## src/design/rasPkg.sv

```systemverilog
// ======================================================================
// shared widths, constants and slot records for the return predictor
// addresses are 32 bits, and a bundle is 16 bytes holding three slots
// at byte offsets 0, 5 and 10
// ======================================================================

package rasPkg;

	// ==================================================================
	// widths and plain vector types
	// ==================================================================

	// instruction address width; the low 4 bits of a bundle address are zero
	localparam int AddrW = 32;
	typedef logic [AddrW-1:0] addrT;

	// stack geometry, the pointer wraps so the depth must be a power of two
	localparam int RasDepth = 16;
	localparam int RasPtrW = 4;
	typedef logic [RasPtrW-1:0] rasPtrT;

	// fetch queue sequence number and register number
	localparam int SeqW = 5;
	localparam int RegW = 6;
	typedef logic [SeqW-1:0] seqNumT;
	typedef logic [RegW-1:0] regNumT;

	// ==================================================================
	// constants
	// ==================================================================

	// jal writing this register is a call, jal reading it is a return
	localparam regNumT LinkReg = 6'd61;

	// every stack entry holds this value after reset
	localparam addrT ResetRetAddr = 32'hFFFF_FC00;

	// link address offsets from the bundle address, one per slot
	// slot 2 links to the first slot of the following bundle
	localparam addrT LinkOff0 = 32'd5;
	localparam addrT LinkOff1 = 32'd10;
	localparam addrT LinkOff2 = 32'd16;

	// ==================================================================
	// records
	// ==================================================================

	// one fetched slot as presented by the fetch queue
	typedef struct packed {
		logic queued;
		logic jal;
		logic call;
		logic ret;
		regNumT ra;
		regNumT rd;
		seqNumT seqNum;
	} slotInT;

	// decoded slot, isPush and isPop are never both set
	typedef struct packed {
		logic queued;
		logic isPush;
		logic isPop;
		seqNumT seqNum;
		addrT linkAddr;
	} slotOpT;

	// single-cycle command into the stack
	typedef struct packed {
		logic push;
		logic pop;
		addrT data;
	} stackCmdT;

	// clk4x cycles within one bundle period
	typedef enum logic [1:0] {
		PhSlot0 = 2'd0,
		PhSlot1 = 2'd1,
		PhSlot2 = 2'd2,
		PhIdle = 2'd3
	} phaseT;

endpackage

```

## src/design/bundleDecode.sv

```systemverilog
// ======================================================================
// combinational slot decoder, no latency
// bundleIp must have its low 4 bits clear, other values give
// meaningless link addresses
// ======================================================================

module bundleDecode import rasPkg::*; (
	input addrT bundleIp,
	input slotInT slot0,
	input slotInT slot1,
	input slotInT slot2,
	output slotOpT op0,
	output slotOpT op1,
	output slotOpT op2
);

	// ==================================================================
	// per-slot classification
	// ==================================================================

	// a call wins over a return when a slot looks like both
	// (jal that writes and reads the link register counts as a push)
	function automatic slotOpT decodeSlot(input slotInT s, input addrT link);
		slotOpT r;
		logic jalCall;
		logic jalRet;
		jalCall = s.jal && (s.rd == LinkReg);
		jalRet = s.jal && (s.ra == LinkReg);
		r.queued = s.queued;
		r.isPush = s.call || jalCall;
		r.isPop = !r.isPush && (s.ret || jalRet);
		r.seqNum = s.seqNum;
		r.linkAddr = link;
		return r;
	endfunction

	// ==================================================================
	// link addresses
	// ==================================================================

	// the return lands on the slot after the call
	addrT link0;
	addrT link1;
	addrT link2;

	assign link0 = bundleIp + LinkOff0;
	assign link1 = bundleIp + LinkOff1;
	// slot 2 falls through into the next bundle
	assign link2 = bundleIp + LinkOff2;

	// ==================================================================
	// outputs
	// ==================================================================

	assign op0 = decodeSlot(slot0, link0);
	assign op1 = decodeSlot(slot1, link1);
	assign op2 = decodeSlot(slot2, link2);

	// ==================================================================
	// checks
	// ==================================================================

	// the control block relies on each slot asking for one stack action
	// only, whatever combination of call, ret and jal arrives
	always_comb begin
		assert (!(op0.isPush && op0.isPop) && !(op1.isPush && op1.isPop)
			&& !(op2.isPush && op2.isPop))
		else $error("slot decoded as both push and pop");
	end

endmodule

```

## src/design/rasControl.sv

```systemverilog
// ======================================================================
// bundle sequencer and stack command issue
// inputs must be held steady for the four clk4x cycles of a bundle
// only the first slot of a bundle that touches the stack may act, and a
// slot repeated with the same sequence number is ignored
// ======================================================================

module rasControl import rasPkg::*; (
	input logic clk4x,
	input logic rst,
	input slotOpT op0,
	input slotOpT op1,
	input slotOpT op2,
	output stackCmdT cmd
);

	// ==================================================================
	// state
	// ==================================================================

	// phase k handles slot k, the fourth cycle is left idle
	phaseT phase;
	logic [1:0] slotIdx;

	// per slot, whether anything has been accepted and its sequence number
	logic [2:0] accepted;
	seqNumT lastSeq [3];

	// ==================================================================
	// slot selection
	// ==================================================================

	// modifying means queued and asking for a push or a pop
	logic mod0;
	logic mod1;
	logic mod2;
	slotOpT selOp;
	logic selMod;
	logic lowerMod;
	logic seenBefore;
	logic issue;

	assign mod0 = op0.queued && (op0.isPush || op0.isPop);
	assign mod1 = op1.queued && (op1.isPush || op1.isPop);
	assign mod2 = op2.queued && (op2.isPush || op2.isPop);

	assign slotIdx = phase;

	// a lower modifying slot blocks the higher ones even when that
	// lower slot was itself dropped as a repeat
	always_comb begin
		case (phase)
			PhSlot0: begin
				selOp = op0;
				selMod = mod0;
				lowerMod = 1'b0;
				seenBefore = accepted[0] && (lastSeq[0] == op0.seqNum);
			end
			PhSlot1: begin
				selOp = op1;
				selMod = mod1;
				lowerMod = mod0;
				seenBefore = accepted[1] && (lastSeq[1] == op1.seqNum);
			end
			PhSlot2: begin
				selOp = op2;
				selMod = mod2;
				lowerMod = mod0 || mod1;
				seenBefore = accepted[2] && (lastSeq[2] == op2.seqNum);
			end
			default: begin
				// idle cycle, nothing is issued
				selOp = '0;
				selMod = 1'b0;
				lowerMod = 1'b1;
				seenBefore = 1'b0;
			end
		endcase
	end

	// no commands while reset is held
	assign issue = !rst && selMod && !lowerMod && !seenBefore;

	// ==================================================================
	// command out
	// ==================================================================

	// decode never sets both flags, so at most one of push and pop is set
	assign cmd.push = issue && selOp.isPush;
	assign cmd.pop = issue && selOp.isPop;
	assign cmd.data = selOp.linkAddr;

	// ==================================================================
	// sequencing and the repeat filter
	// ==================================================================

	always_ff @(posedge clk4x) begin
		if (rst) begin
			phase <= PhSlot0;
			accepted <= '0;
		end else begin
			// PhIdle wraps back to PhSlot0
			phase <= phaseT'(phase + 2'd1);
			if (issue) begin
				accepted[slotIdx] <= 1'b1;
			end
		end
	end

	// sequence numbers only count once the matching accepted flag is set
	always_ff @(posedge clk4x) begin
		if (issue) begin
			lastSeq[slotIdx] <= selOp.seqNum;
		end
	end

	// ==================================================================
	// checks
	// ==================================================================

	// the phase steps by one every cycle and never stalls
	a_phaseStep: assert property (
		@(posedge clk4x) disable iff (rst)
		!rst |=> (phase == phaseT'($past(phase) + 2'd1))
	) else $error("phase did not advance");

endmodule

```

## src/design/retPredictTop.sv

```systemverilog
// ======================================================================
// return address predictor top level
// all inputs are level signals held for one bundle period of four clk4x
// cycles, and retAddr reflects the whole bundle by the idle cycle
// ======================================================================

module retPredictTop import rasPkg::*; (
	input logic clk4x,
	input logic rst,
	input addrT bundleIp,
	input slotInT slot0,
	input slotInT slot1,
	input slotInT slot2,
	output addrT retAddr
);

	// decoded slots and the stack command
	slotOpT op0;
	slotOpT op1;
	slotOpT op2;
	stackCmdT cmd;

	// ==================================================================
	// decode, issue and storage
	// ==================================================================

	bundleDecode u_decode (
		.bundleIp(bundleIp),
		.slot0(slot0),
		.slot1(slot1),
		.slot2(slot2),
		.op0(op0),
		.op1(op1),
		.op2(op2)
	);

	// one slot per clk4x cycle, so each bundle can move the stack once
	rasControl u_control (
		.clk4x(clk4x),
		.rst(rst),
		.op0(op0),
		.op1(op1),
		.op2(op2),
		.cmd(cmd)
	);

	returnStack u_stack (
		.clk4x(clk4x),
		.rst(rst),
		.cmd(cmd),
		.retAddr(retAddr)
	);

endmodule

```

## src/design/returnStack.sv

```systemverilog
// ======================================================================
// circular return address stack, 16 entries
// overflow silently overwrites the oldest entry and underflow wraps
// push and pop in the same cycle are not supported
// ======================================================================

module returnStack import rasPkg::*; (
	input logic clk4x,
	input logic rst,
	input stackCmdT cmd,
	output addrT retAddr
);

	// ==================================================================
	// storage
	// ==================================================================

	// entries are addressed relative to the pointer, which names the top
	addrT stack [RasDepth];
	rasPtrT ptr;

	// slot just above the top, where the next push lands
	rasPtrT pushPtr;

	// the stack grows downwards, so a push steps the pointer back by one
	assign pushPtr = rasPtrT'(ptr - 1'b1);

	// ==================================================================
	// update
	// ==================================================================

	// reset has to refill the entries too, so that popping past the
	// bottom after reset still returns a known address
	always_ff @(posedge clk4x) begin
		if (rst) begin
			for (int i = 0; i < RasDepth; i++) begin
				stack[i] <= ResetRetAddr;
			end
			ptr <= '0;
		end else begin
			if (cmd.push) begin
				// the oldest entry is lost here once all 16 are in use
				stack[pushPtr] <= cmd.data;
				ptr <= pushPtr;
			end else if (cmd.pop) begin
				// nothing is cleared on a pop, the entry just falls below the top
				ptr <= rasPtrT'(ptr + 1'b1);
			end
		end
	end

	// ==================================================================
	// prediction
	// ==================================================================

	// the top of the stack is always the predicted return address
	assign retAddr = stack[ptr];

	// ==================================================================
	// checks
	// ==================================================================

	// the control block issues at most one action per clk4x cycle
	a_onePerCycle: assert property (
		@(posedge clk4x) disable iff (rst)
		!(cmd.push && cmd.pop)
	) else $error("push and pop issued together");

endmodule

```

## config.mk

```make
export PLATFORM = sky130hd
export DESIGN_NAME = retPredictTop
export DESIGN_NICKNAME = d
export VERILOG_FILES = /design/src/design/rasPkg.sv /design/src/design/bundleDecode.sv /design/src/design/rasControl.sv /design/src/design/retPredictTop.sv /design/src/design/returnStack.sv
export SDC_FILE = /design/constraint.sdc
export NUM_CORES = 1
export LEC_CHECK = 0
export BUFFER_PORTS_ARGS = -buffer_cell sky130_fd_sc_hd__buf_2
export CAP_MARGIN = 20
export CELL_PAD_IN_SITES_DETAIL_PLACEMENT = 0
export CELL_PAD_IN_SITES_GLOBAL_PLACEMENT = 2
export CORE_MARGIN = 2
export CORE_UTILIZATION = 45
export CTS_CLUSTER_SIZE = 24
export DETAILED_ROUTE_END_ITERATION = 16
export MAX_ROUTING_LAYER = met4
export PLACE_DENSITY = 0.91
export SLEW_MARGIN = 40
export SYNTH_ARGS = -nofsm -noshare
export SYNTH_HDL_FRONTEND = slang
export SYNTH_SLANG_ARGS = --single-unit
```

## constraint.sdc

```tcl
create_clock -name clk4x -period 8.75 [get_ports clk4x]
set_clock_uncertainty 0.05 [all_clocks]
set_input_delay 0.875 -clock clk4x [delete_from_list [all_inputs] [get_ports clk4x]]
set_output_delay 0.875 -clock clk4x [all_outputs]
set_load 0.01 [all_outputs]
```

## Yosys cells after proc, flatten, opt, wreduce, memory -nomap -nowiden

Memories as Yosys holds them, arrays and structs flattened. A register that Yosys moved wholly into a read port is not among the register bits.
Index checks and enable logic that the tools add are counted.

- $lt $le $gt $ge: 2
- Eq/ne operators: 11
- Bitwise logic cells: 1
- Add/subtract/negate cells: 6
- Reduce and logical (&&, ||, !) cells: 40
- Mux-type cells: 20

Operators with widths:

| kind | number |
|---|---|
| case mux 39 bit (3 select lines) | 1 |
| == test 6 bit, second input constant | 6 |
| adder 32 x 3 -> 32 bit, second input constant | 1 |
| adder 32 x 4 -> 32 bit, second input constant | 1 |
| adder 32 x 5 -> 32 bit, second input constant | 1 |
| 2-to-1 mux 32 bit | 1 |
| OR reduction 32 bit | 1 |
| logical AND 1 bit | 21 |
| 2-to-1 mux 4 bit | 5 |
| == test 5 bit | 3 |
| logical OR 1 bit | 10 |
| 2-to-1 mux 1 bit | 9 |
| case mux 1 bit (3 select lines) | 3 |
| logical NOT 1 bit | 6 |
| adder 4 x 1 -> 4 bit, second input constant | 1 |
| subtractor 4 x 1 -> 4 bit, second input constant | 1 |
| < comparator 2 x 3 -> 1 bit, second input constant | 1 |
| OR 3 bit | 1 |
| adder 2 x 1 -> 2 bit, second input constant | 1 |
| demux 1 bit (select 2 bit) | 1 |
| == test 2 x 1 -> 1 bit, second input constant | 1 |
| == test 2 bit, second input constant | 1 |
| greater-or-equal comparator 2 x 1 -> 1 bit, second input constant | 1 |
| logical NOT 2 bit | 1 |
| nonzero test 2 bit | 1 |

- Memories: 2
- RAM bits: 527
- Input bits: 97
- Output and inout bits: 32
- Register bits after elaboration: 9
- Logic and storage cells: 85

Memory list:

| memory | words | width | read ports | clocked after memory_dff | write ports | line | RTL |
|---|---|---|---|---|---|---|---|
| u_stack.stack | 16 | 32 | 1 | 1 | 16 | returnStack.sv:19 | `addrT stack [RasDepth];` |
| u_control.lastSeq | 3 | 5 | 3 | 0 | 1 | rasControl.sv:27 | `seqNumT lastSeq [3];` |

## Logic depth before layout (Yosys ltp)

Gate-level depths: netlist (run 1).

- Word-level depth: 18
- Mapped depth: 11

## By module

From an unflattened synthesis (run 1), not the netlist that was laid out.

- Cells, all modules: 2067
- Area, all modules: 26586.7 um^2

Modules (own cells, without submodules):

| module | cells each | area an instance (um^2) | seq. area each (um^2) | instances |
|---|---|---|---|---|
| returnStack | 1574 | 22719.3 | 15534.9 | 1 |
| bundleDecode | 291 | 2033.2 | 0.0 | 1 |
| rasControl | 202 | 1834.3 | 550.5 | 1 |

## Least setup slack after synthesis (run 1)

No wires, ideal clock.

- Path kind: input-to-reg
- Start point: input slot0[9] in the netlist's numbering
- End point: memory u_stack.stack[9][0] in the netlist's numbering, enable pin
- Setup time: 394 ps
- Buffers on the path: 1
- Required time: 8306 ps
- Setup slack: 5095 ps
- Stages: 8
- Arrival: 3211 ps
- Path through: nand4_1 -> nor3_2 -> o41ai_4 -> nor4b_4 -> o31ai_4 -> buf_6 -> or4_1 -> nand2b_1

RTL lines:

| what | line | RTL |
|---|---|---|
| start: declaration | retPredictTop.sv:11 | `input slotInT slot0,` |
| end: declaration | returnStack.sv:19 |  |

==> impl_metrics.env, run 1 <==
export IMPL_synth_seq_cells=540
export IMPL_synth_top_cell_by_area="edfxtp_1"
export IMPL_synth_warnings=0
export IMPL_final_net_count=1960
export IMPL_p_per_area_nw_per_um2=203.4
export IMPL_vias_per_cell=5.860
export IMPL_worstPathRequired_ps=7830
export IMPL_synth_edf_count=527
export IMPL_synthesis_area_um2=24990
export IMPL_crit_chain="buf_12, buf_16, mux4_2, mux4_2, buf_2"
export IMPL_clock_latency_ps=610
export IMPL_crit_path_max_fanout=65
export IMPL_syn_inst=1773
export IMPL_path_delay_family="multiplexers"
export IMPL_outcome="completed"
export IMPL_dpl_cell_area_um2=26560
export IMPL_hold_class="flip-flop to flip-flop"
export IMPL_grt_use_total_pct=23.56
export IMPL_worst_slew_margin_rel_pct=43.84
export IMPL_synth_commonest_cells="527 x edfxtp_1, 409 x nand2_1, 201 x nor2_1"
export IMPL_ys_flop_type="edfxtp_1"
export IMPL_antenna_found_initial=2
export IMPL_yosysSeqAreaShare_pct=64.37
export IMPL_arrival_ps=3230
export IMPL_cp_slowest_cell="mux4_2"
export IMPL_avgSynthCellArea_um2=14.09
export IMPL_htreeDepth=2
export IMPL_drtIter0Drc=1744
export IMPL_path_buf_inv=3
export IMPL_antenna_cells=0
export IMPL_place_congestion=0.8828
export IMPL_leakage_nw=7.763
export IMPL_detailroute_via_count=15450
export IMPL_setup_tns_ps=0
export IMPL_cp_slowest_stage_delay_ps=640
export IMPL_worstMarginPinSlew_ps=842.4
export IMPL_dp_hpwl_mm=43.16
export IMPL_finalMaxSlewViolations=0
export IMPL_synthArstFlopShare_pct=0
export IMPL_crit_cells=5
export IMPL_cts_resized=0
export IMPL_synth_fp_nets=1884
export IMPL_gr_total_overflow=0
export IMPL_pin_count=129
export IMPL_finalHoldViolCount=0
export IMPL_fin_area_um2=28330
export IMPL_first_global_vias=15340
export IMPL_io_buffers=128
export IMPL_path_common_cell="mux4_2"
export IMPL_dr_pass1_iters=5
export IMPL_rows=86
export IMPL_clk_pin_slew_ps=60
export IMPL_reg2reg_depth=10
export IMPL_postRouteAntennaNets=0
export IMPL_wl_per_cell_um=24.50
export IMPL_grt_setup_unrepaired="no"
export IMPL_cts_max_path_buffers=3
export IMPL_die_w_um=239.7
export IMPL_drt_wl_total_mm=64.61
export IMPL_cp_endpoint="retAddr[15]"
export IMPL_peakVddDrop_v=0.0001884
export IMPL_cts_tree="yes"
export IMPL_drc=0
export IMPL_period_needed_ps=4154
export IMPL_r2r_start="u_control.phase[0]"
export IMPL_setup_viol=0
export IMPL_syn_to_final_growth_pct=13.37
export IMPL_cts_buffers=55
export IMPL_grt_max_degree=68
export IMPL_cp_start_kind="flip-flop"
export IMPL_core_area_um2=54990
export IMPL_fp_dieArea_um2=57430
export IMPL_holdWs_ps=406.2
export IMPL_fin_crit_sh_pct=47.47
export IMPL_synth_area_leaders="edfxtp_1 63%, mux4_2 14%, nand2_1 6.1%"
export IMPL_grt_first_pass_wirelength_mm=96.64
export IMPL_root_buffer="clkbuf_16"
export IMPL_cts_sinks=540
export IMPL_reg2reg_to="u_stack.stack[10][22]"
export IMPL_criticalPathCategory="flip-flop to output pin"
export IMPL_r2r_slack_ps=4660
export IMPL_drive_gt1_share_pct=24.83
export IMPL_synth_top_area_share_pct=63.33
export IMPL_hold_buffers=0
export IMPL_endpoint_kind="output pin"
export IMPL_yosysUniqueCellTypes=66
export IMPL_drv_cap=0
export IMPL_fmax_mhz=240.7
export IMPL_cts_setup_buffers=0
export IMPL_synthMostInstantiatedCell="edfxtp_1"
export IMPL_die_y_um=239.7
export IMPL_start_util_pct=45.45
[cells in the final DEF, fill, tap and decap left out, types with 12 or more instances in the layout]
| cell type | instances |
|---|---|
| a21oi_1 | 16 |
| buf_2 | 128 |
| buf_4 | 34 |
| clkbuf_1 | 13 |
| clkbuf_16 | 56 |
| clkinv_1 | 14 |
| edfxtp_1 | 527 |
| ha_1 | 14 |
| inv_1 | 14 |
| mux4_2 | 160 |
| nand2_1 | 404 |
| nand2b_4 | 14 |
| nand3_1 | 18 |
| nand4_1 | 15 |
| nor2_1 | 201 |
| nor4_4 | 17 |
| o21ai_0 | 32 |
| or4_1 | 16 |
| xnor2_1 | 12 |
| xor2_1 | 18 |
[area by class of cell]
| class | count | area, µm² |
|---|---|---|
| timing repair buffer | 169 | 1012 |
| clock buffer | 69 | 1450 |
| fill | 4524 | 26650 |
| tap | 748 | 935.9 |
| clock inverter | 28 | 217.7 |
| multi-input combinational | 1067 | 8558 |
| sequential | 540 | 16100 |
| inverter | 16 | 60.06 |
[worst min path at each step]
stage | from | end | slack, ps | depth (start not counted)
after floorplan | u_control.phase[0] | u_control.phase[0] | 370 | 1
after global placement | u_control.phase[0] | u_control.phase[0] | 380 | 1
after detailed placement | u_control.phase[0] | u_control.phase[0] | 400 | 1
after CTS | u_control.phase[0] | u_control.phase[0] | 410 | 1
after global routing | u_control.phase[0] | u_control.phase[0] | 450 | 1
final | u_control.phase[0] | u_control.phase[0] | 410 | 1
[worst register-to-register path: cells and delay by family, from the launching register on]
kind	cells	cell delay, ps
AND/OR/NAND/NOR	3	1520
adder cells (fa/ha/maj)	1	150
flip-flops	1	340
AO/OA/AOI/OAI	2	640
buffers and inverters	4	980
[report_power, final]
group	internal, mW	switching, mW
registers	2.87	0.0281
clock network	1.25	0.963
logic	0.186	0.459
[metal layers]
metal | wire, µm | vias to the layer above | GRT usage (%) | part of all wire (%)
li1 | - | 6781 | - | -
met1 | 26120 | 7747 | 32.65 | 40
met2 | 30670 | 843 | 36.08 | 47
met3 | 6691 | 81 | 4.598 | 10
met4 | 1132 | 0 | 5.890 | 1.8
met5 | 0 | - | - | 0
[through the flow]
step	utilization, %	instances	power, mW	worst slack (ps)
floorplan	-	1773	3.323	5095
global placement	47.95	2527	3.568	4465
detailed placement	48.30	2540	3.593	4429
CTS	51.34	2637	5.781	4463
global route	51.53	2637	5.924	4416
finish	51.53	2637	5.764	4596
[registers in the layout, indices dropped and copies added (netlist names), named ones only]
register,flops
u_control.accepted,3
u_control.lastSeq,15
u_control.phase,2
u_stack.ptr,4
u_stack.stack,512
[cells by family after synthesis]
kind of cell | Yosys count | synth area share (%)
fa+ha+maj | 14 | 0.7010
buf+inv | 166 | 2.894
xor+xnor | 32 | 1.122
flops | 540 | 64.37
mux | 161 | 14.46
simple gates | 741 | 13.09
compound gates | 119 | 3.365
(Power assumes the default switching activity.)
==> run 2, diff against run 1 <==
--- a/config.mk
+++ b/config.mk
@@ -5,16 +5,17 @@
 export SDC_FILE = /design/constraint.sdc
 export NUM_CORES = 1
 export LEC_CHECK = 0
+export ABC_AREA = 1
 export BUFFER_PORTS_ARGS = -buffer_cell sky130_fd_sc_hd__buf_2
 export CAP_MARGIN = 20
 export CELL_PAD_IN_SITES_DETAIL_PLACEMENT = 0
 export CELL_PAD_IN_SITES_GLOBAL_PLACEMENT = 2
 export CORE_MARGIN = 2
-export CORE_UTILIZATION = 45
+export CORE_UTILIZATION = 37
 export CTS_CLUSTER_SIZE = 24
 export DETAILED_ROUTE_END_ITERATION = 16
 export MAX_ROUTING_LAYER = met4
-export PLACE_DENSITY = 0.91
+export PLACE_DENSITY = 0.87
 export SLEW_MARGIN = 40
 export SYNTH_ARGS = -nofsm -noshare
 export SYNTH_HDL_FRONTEND = slang
==> constraint.sdc (replaced) <==
create_clock -name clk4x -period 3.7 [get_ports clk4x]
set_clock_uncertainty 0.05 [all_clocks]
set_input_delay 0.37 -clock clk4x [delete_from_list [all_inputs] [get_ports clk4x]]
set_output_delay 0.37 -clock clk4x [all_outputs]
set_load 0.01 [all_outputs]
==> run 2 against run 1 <==
  * Sequential power is 140% higher
  * First-iteration DRC count is 6.4% higher
  * Sequential share of layout area down 4.0 points
  * Design area grew 7.6%
  * Power grew 150%
  * Area after synthesis is 7.1% higher
  * Sequential cell count unchanged
  * Non-clock buffer count increased by 62
  * Core utilization fell by 8.9 points
  * Largest cell class unchanged
  * Largest power group unchanged
==> impl_metrics.env, run 2 <==
export IMPL_cts_sinks=540
export IMPL_p_per_area_nw_per_um2=468.4
export IMPL_finalMaxSlewViolations=0
export IMPL_endpoint_kind="output pin"
export IMPL_criticalPathCategory="flip-flop to output pin"
export IMPL_synth_fp_nets=2783
export IMPL_dp_hpwl_mm=51.26
export IMPL_r2r_start="u_control.phase[0]"
export IMPL_cts_tree="yes"
export IMPL_rows=98
export IMPL_synthSimpleGateAreaFrac_pct=15.13
export IMPL_fmax_mhz=305.8
export IMPL_combPwrFrac_pct=14.4
export IMPL_top_regs="u_stack.stack: 512 flops, u_control.lastSeq: 15 flops, u_stack.ptr: 4 flops"
export IMPL_fin_crit_sh_pct=88.37
export IMPL_clk_pin_slew_ps=60
export IMPL_syn_inst=2672
export IMPL_synthArstFlopShare_pct=0
export IMPL_place_congestion=0.8620
export IMPL_worstPathRequired_ps=3280
export IMPL_postRouteAntennaNets=0
export IMPL_crit_path_max_fanout=44
export IMPL_grt_use_total_pct=21.09
export IMPL_synth_warnings=0
export IMPL_syn_to_final_growth_pct=13.96
export IMPL_leakage_nw=10.55
export IMPL_synth_top_family_by_area="simple AND/OR/NAND/NOR gates"
export IMPL_die_w_um=272.9
export IMPL_synthMostInstantiatedCell="nand2_1"
export IMPL_hold_class="input pin to flip-flop"
export IMPL_fin_util_pct=42.65
export IMPL_first_global_vias=19870
export IMPL_die_y_um=272.9
export IMPL_root_buffer="clkbuf_16"
export IMPL_cp_start_kind="flip-flop"
export IMPL_antenna_found_initial=2
export IMPL_synth_seq_cells=540
export IMPL_grt_max_degree=129
export IMPL_largest_reg_flops=512
export IMPL_synth_edf_count=527
export IMPL_pwr_share_clk_pct=37.5
export IMPL_htreeDepth=2
export IMPL_cp_slowest_cell="dfxtp_4"
export IMPL_cts_buffers=55
export IMPL_final_common_cell="nand2_1"
export IMPL_cp_slowest_stage_delay_ps=720
export IMPL_pin_count=129
export IMPL_drive_gt1_share_pct=13.81
export IMPL_dr_pass1_iters=5
export IMPL_final_net_count=2884
export IMPL_final_cell_mix="574 x nand2_1, 527 x edfxtp_1, 257 x inv_1, 233 x nor2_1, 191 x o21ai_0"
export IMPL_vias_per_cell=5.283
export IMPL_drt_wl_total_mm=76.17
export IMPL_cts_resized=0
export IMPL_regMostFlops="u_stack.stack"
export IMPL_worstMarginPinSlew_ps=745.1
export IMPL_pwr_share_seq_pct=48.1
export IMPL_synth_fa_ha_area_share_pct=0.6547
export IMPL_synth_xor_area_share_pct=0.1964
export IMPL_period_needed_ps=3270
export IMPL_crit_chain="buf_4, a21oi_1, o21ai_0, o21ai_0, o211ai_1, nand2_1, buf_2"
export IMPL_synth_commonest_cells="591 x nand2_1, 527 x edfxtp_1, 258 x inv_1"
export IMPL_grt_setup_unrepaired="no"
export IMPL_detailroute_via_count=19910
export IMPL_synthesis_area_um2=26760
export IMPL_core_area_um2=71490
export IMPL_path_delay_family="compound AO/OA/AOI/OAI gates"
export IMPL_drv_cap=0
export IMPL_io_buffers=128
export IMPL_grt_first_pass_wirelength_mm=117.5
export IMPL_yosysSeqAreaShare_pct=60.12
export IMPL_synth_compound_area_share_pct=11.57
export IMPL_finalHoldViolCount=0
export IMPL_synth_area_leaders="edfxtp_1 59%, nand2_1 8.3%, mux2i_1 4.8%"
export IMPL_gr_total_overflow=0
export IMPL_peakVddDrop_v=0.0003529
export IMPL_hold_buffers=0
export IMPL_setup_tns_ps=0
export IMPL_path_buf_inv=2
export IMPL_yosysUniqueCellTypes=47
export IMPL_power_switching_mw=3.885
export IMPL_p_int_mw=10.40
export IMPL_synthMuxAreaShare_pct=4.789
export IMPL_synth_top_cell_by_area="edfxtp_1"
export IMPL_ys_flop_type="edfxtp_1"
export IMPL_hold_start="rst"
export IMPL_drc=0
export IMPL_arrival_ps=2850
export IMPL_swShare_pct=27.20
export IMPL_start_util_pct=37.43
export IMPL_cts_setup_buffers=0
export IMPL_wl_per_cell_um=20.21
export IMPL_worst_slew_margin_rel_pct=50.21
export IMPL_path_common_cell="o21ai_0"
export IMPL_cts_max_path_buffers=3
export IMPL_fp_dieArea_um2=74480
export IMPL_setup_viol=0
export IMPL_avgSynthCellArea_um2=10.01
export IMPL_total_power_mw=14.28
export IMPL_synth_top_area_share_pct=59.15
export IMPL_outcome="completed"
export IMPL_drtIter0Drc=1856
export IMPL_clock_latency_ps=610
==> run 2: cell count changes in the layout (fill, tap and decap cells not counted), sizes merged, moves of 127 or more <==
cell / change
a21oi: +149
inv: +261
mux2i: +127
mux4: -160
nand2: +193
o211ai: +140
o21ai: +162
==> run 2: worst paths after layout <==
kind | cells past startpoint | endpoint | slack [ps]
max | 7 | retAddr[19] | 430
min | 2 | u_control.phase[1] | 40
max reg2reg | 16 | u_stack.stack[1][27] | 590
min reg2reg | 2 | u_control.accepted[1] | 410
==> run 2: cell type report <==
cell class	instances	area, µm²
Tap cell	950	1189
Sequential cell	540	16100
Fill cell	6807	40990
Clock buffer	66	1470
Timing Repair Buffer	231	1727
Antenna cell	2	5.005
Clock inverter	35	239.0
Inverter	280	1054
Multi-Input combinational cell	1665	8711
==> run 2: power by group through the flow <==
stage	clock network (mW)	logic (mW)	registers, mW
CTS	5.42	2.05	6.87
floorplan	0	1.21	6.97
finish	5.36	2.05	6.87
detailed placement	0	2.05	7.00
global placement	0	2.03	6.99
global route	5.65	2.23	6.88
==> run 2: through the flow <==
step | cell area (µm²) | worst slack [ps] | std cells | hold slack [ps]
CTS | 30480 | 407.9 | 3767 | 27.17
finish | 30490 | 430.4 | 3769 | 41.70
detailed placement | 28770 | 621.8 | 3666 | 396.9
global placement | 28770 | 611.6 | 3666 | 392.6
global route | 30490 | 253.9 | 3769 | 52.66
floorplan | 26760 | 637.9 | 2672 | 367.8
==> run 2: per-layer routing <==
layer,wire [µm],share of wire (%),vias to the layer above,track usage (%)
met4,2055,2.7,0,6.507
li1,-,-,9357,-
met3,4706,6.2,126,2.109
met2,35450,47,706,33.10
met1,33960,45,9721,28.94
met5,0,0,-,-
==> run 2: worst register-to-register path, cell delays in order, from the launching register on <==
cell     delay, ps
dfxtp_1        390
inv_1           90
ha_1           260
nand2_1        100
inv_1           50
nand2_1         50
nor2_1          40
nand3_1         70
nand2_1         70
nor2_1         140
nand2_1        110
nor2_4         150
nand3_4        190
nor2_4         200
nand2_1        280
nand2_2        130
buf_4          360
==> run 2: kinds of logic (layout without fill, tap and decap cells) <==
group / count (synthesis) / count (layout)
simple gates: 986 / 986
other cells: 0 / 2
xor+xnor: 6 / 6
compound gates: 531 / 531
flops: 540 / 540
mux: 128 / 128
fa+ha+maj: 14 / 14
buf+inv: 467 / 612
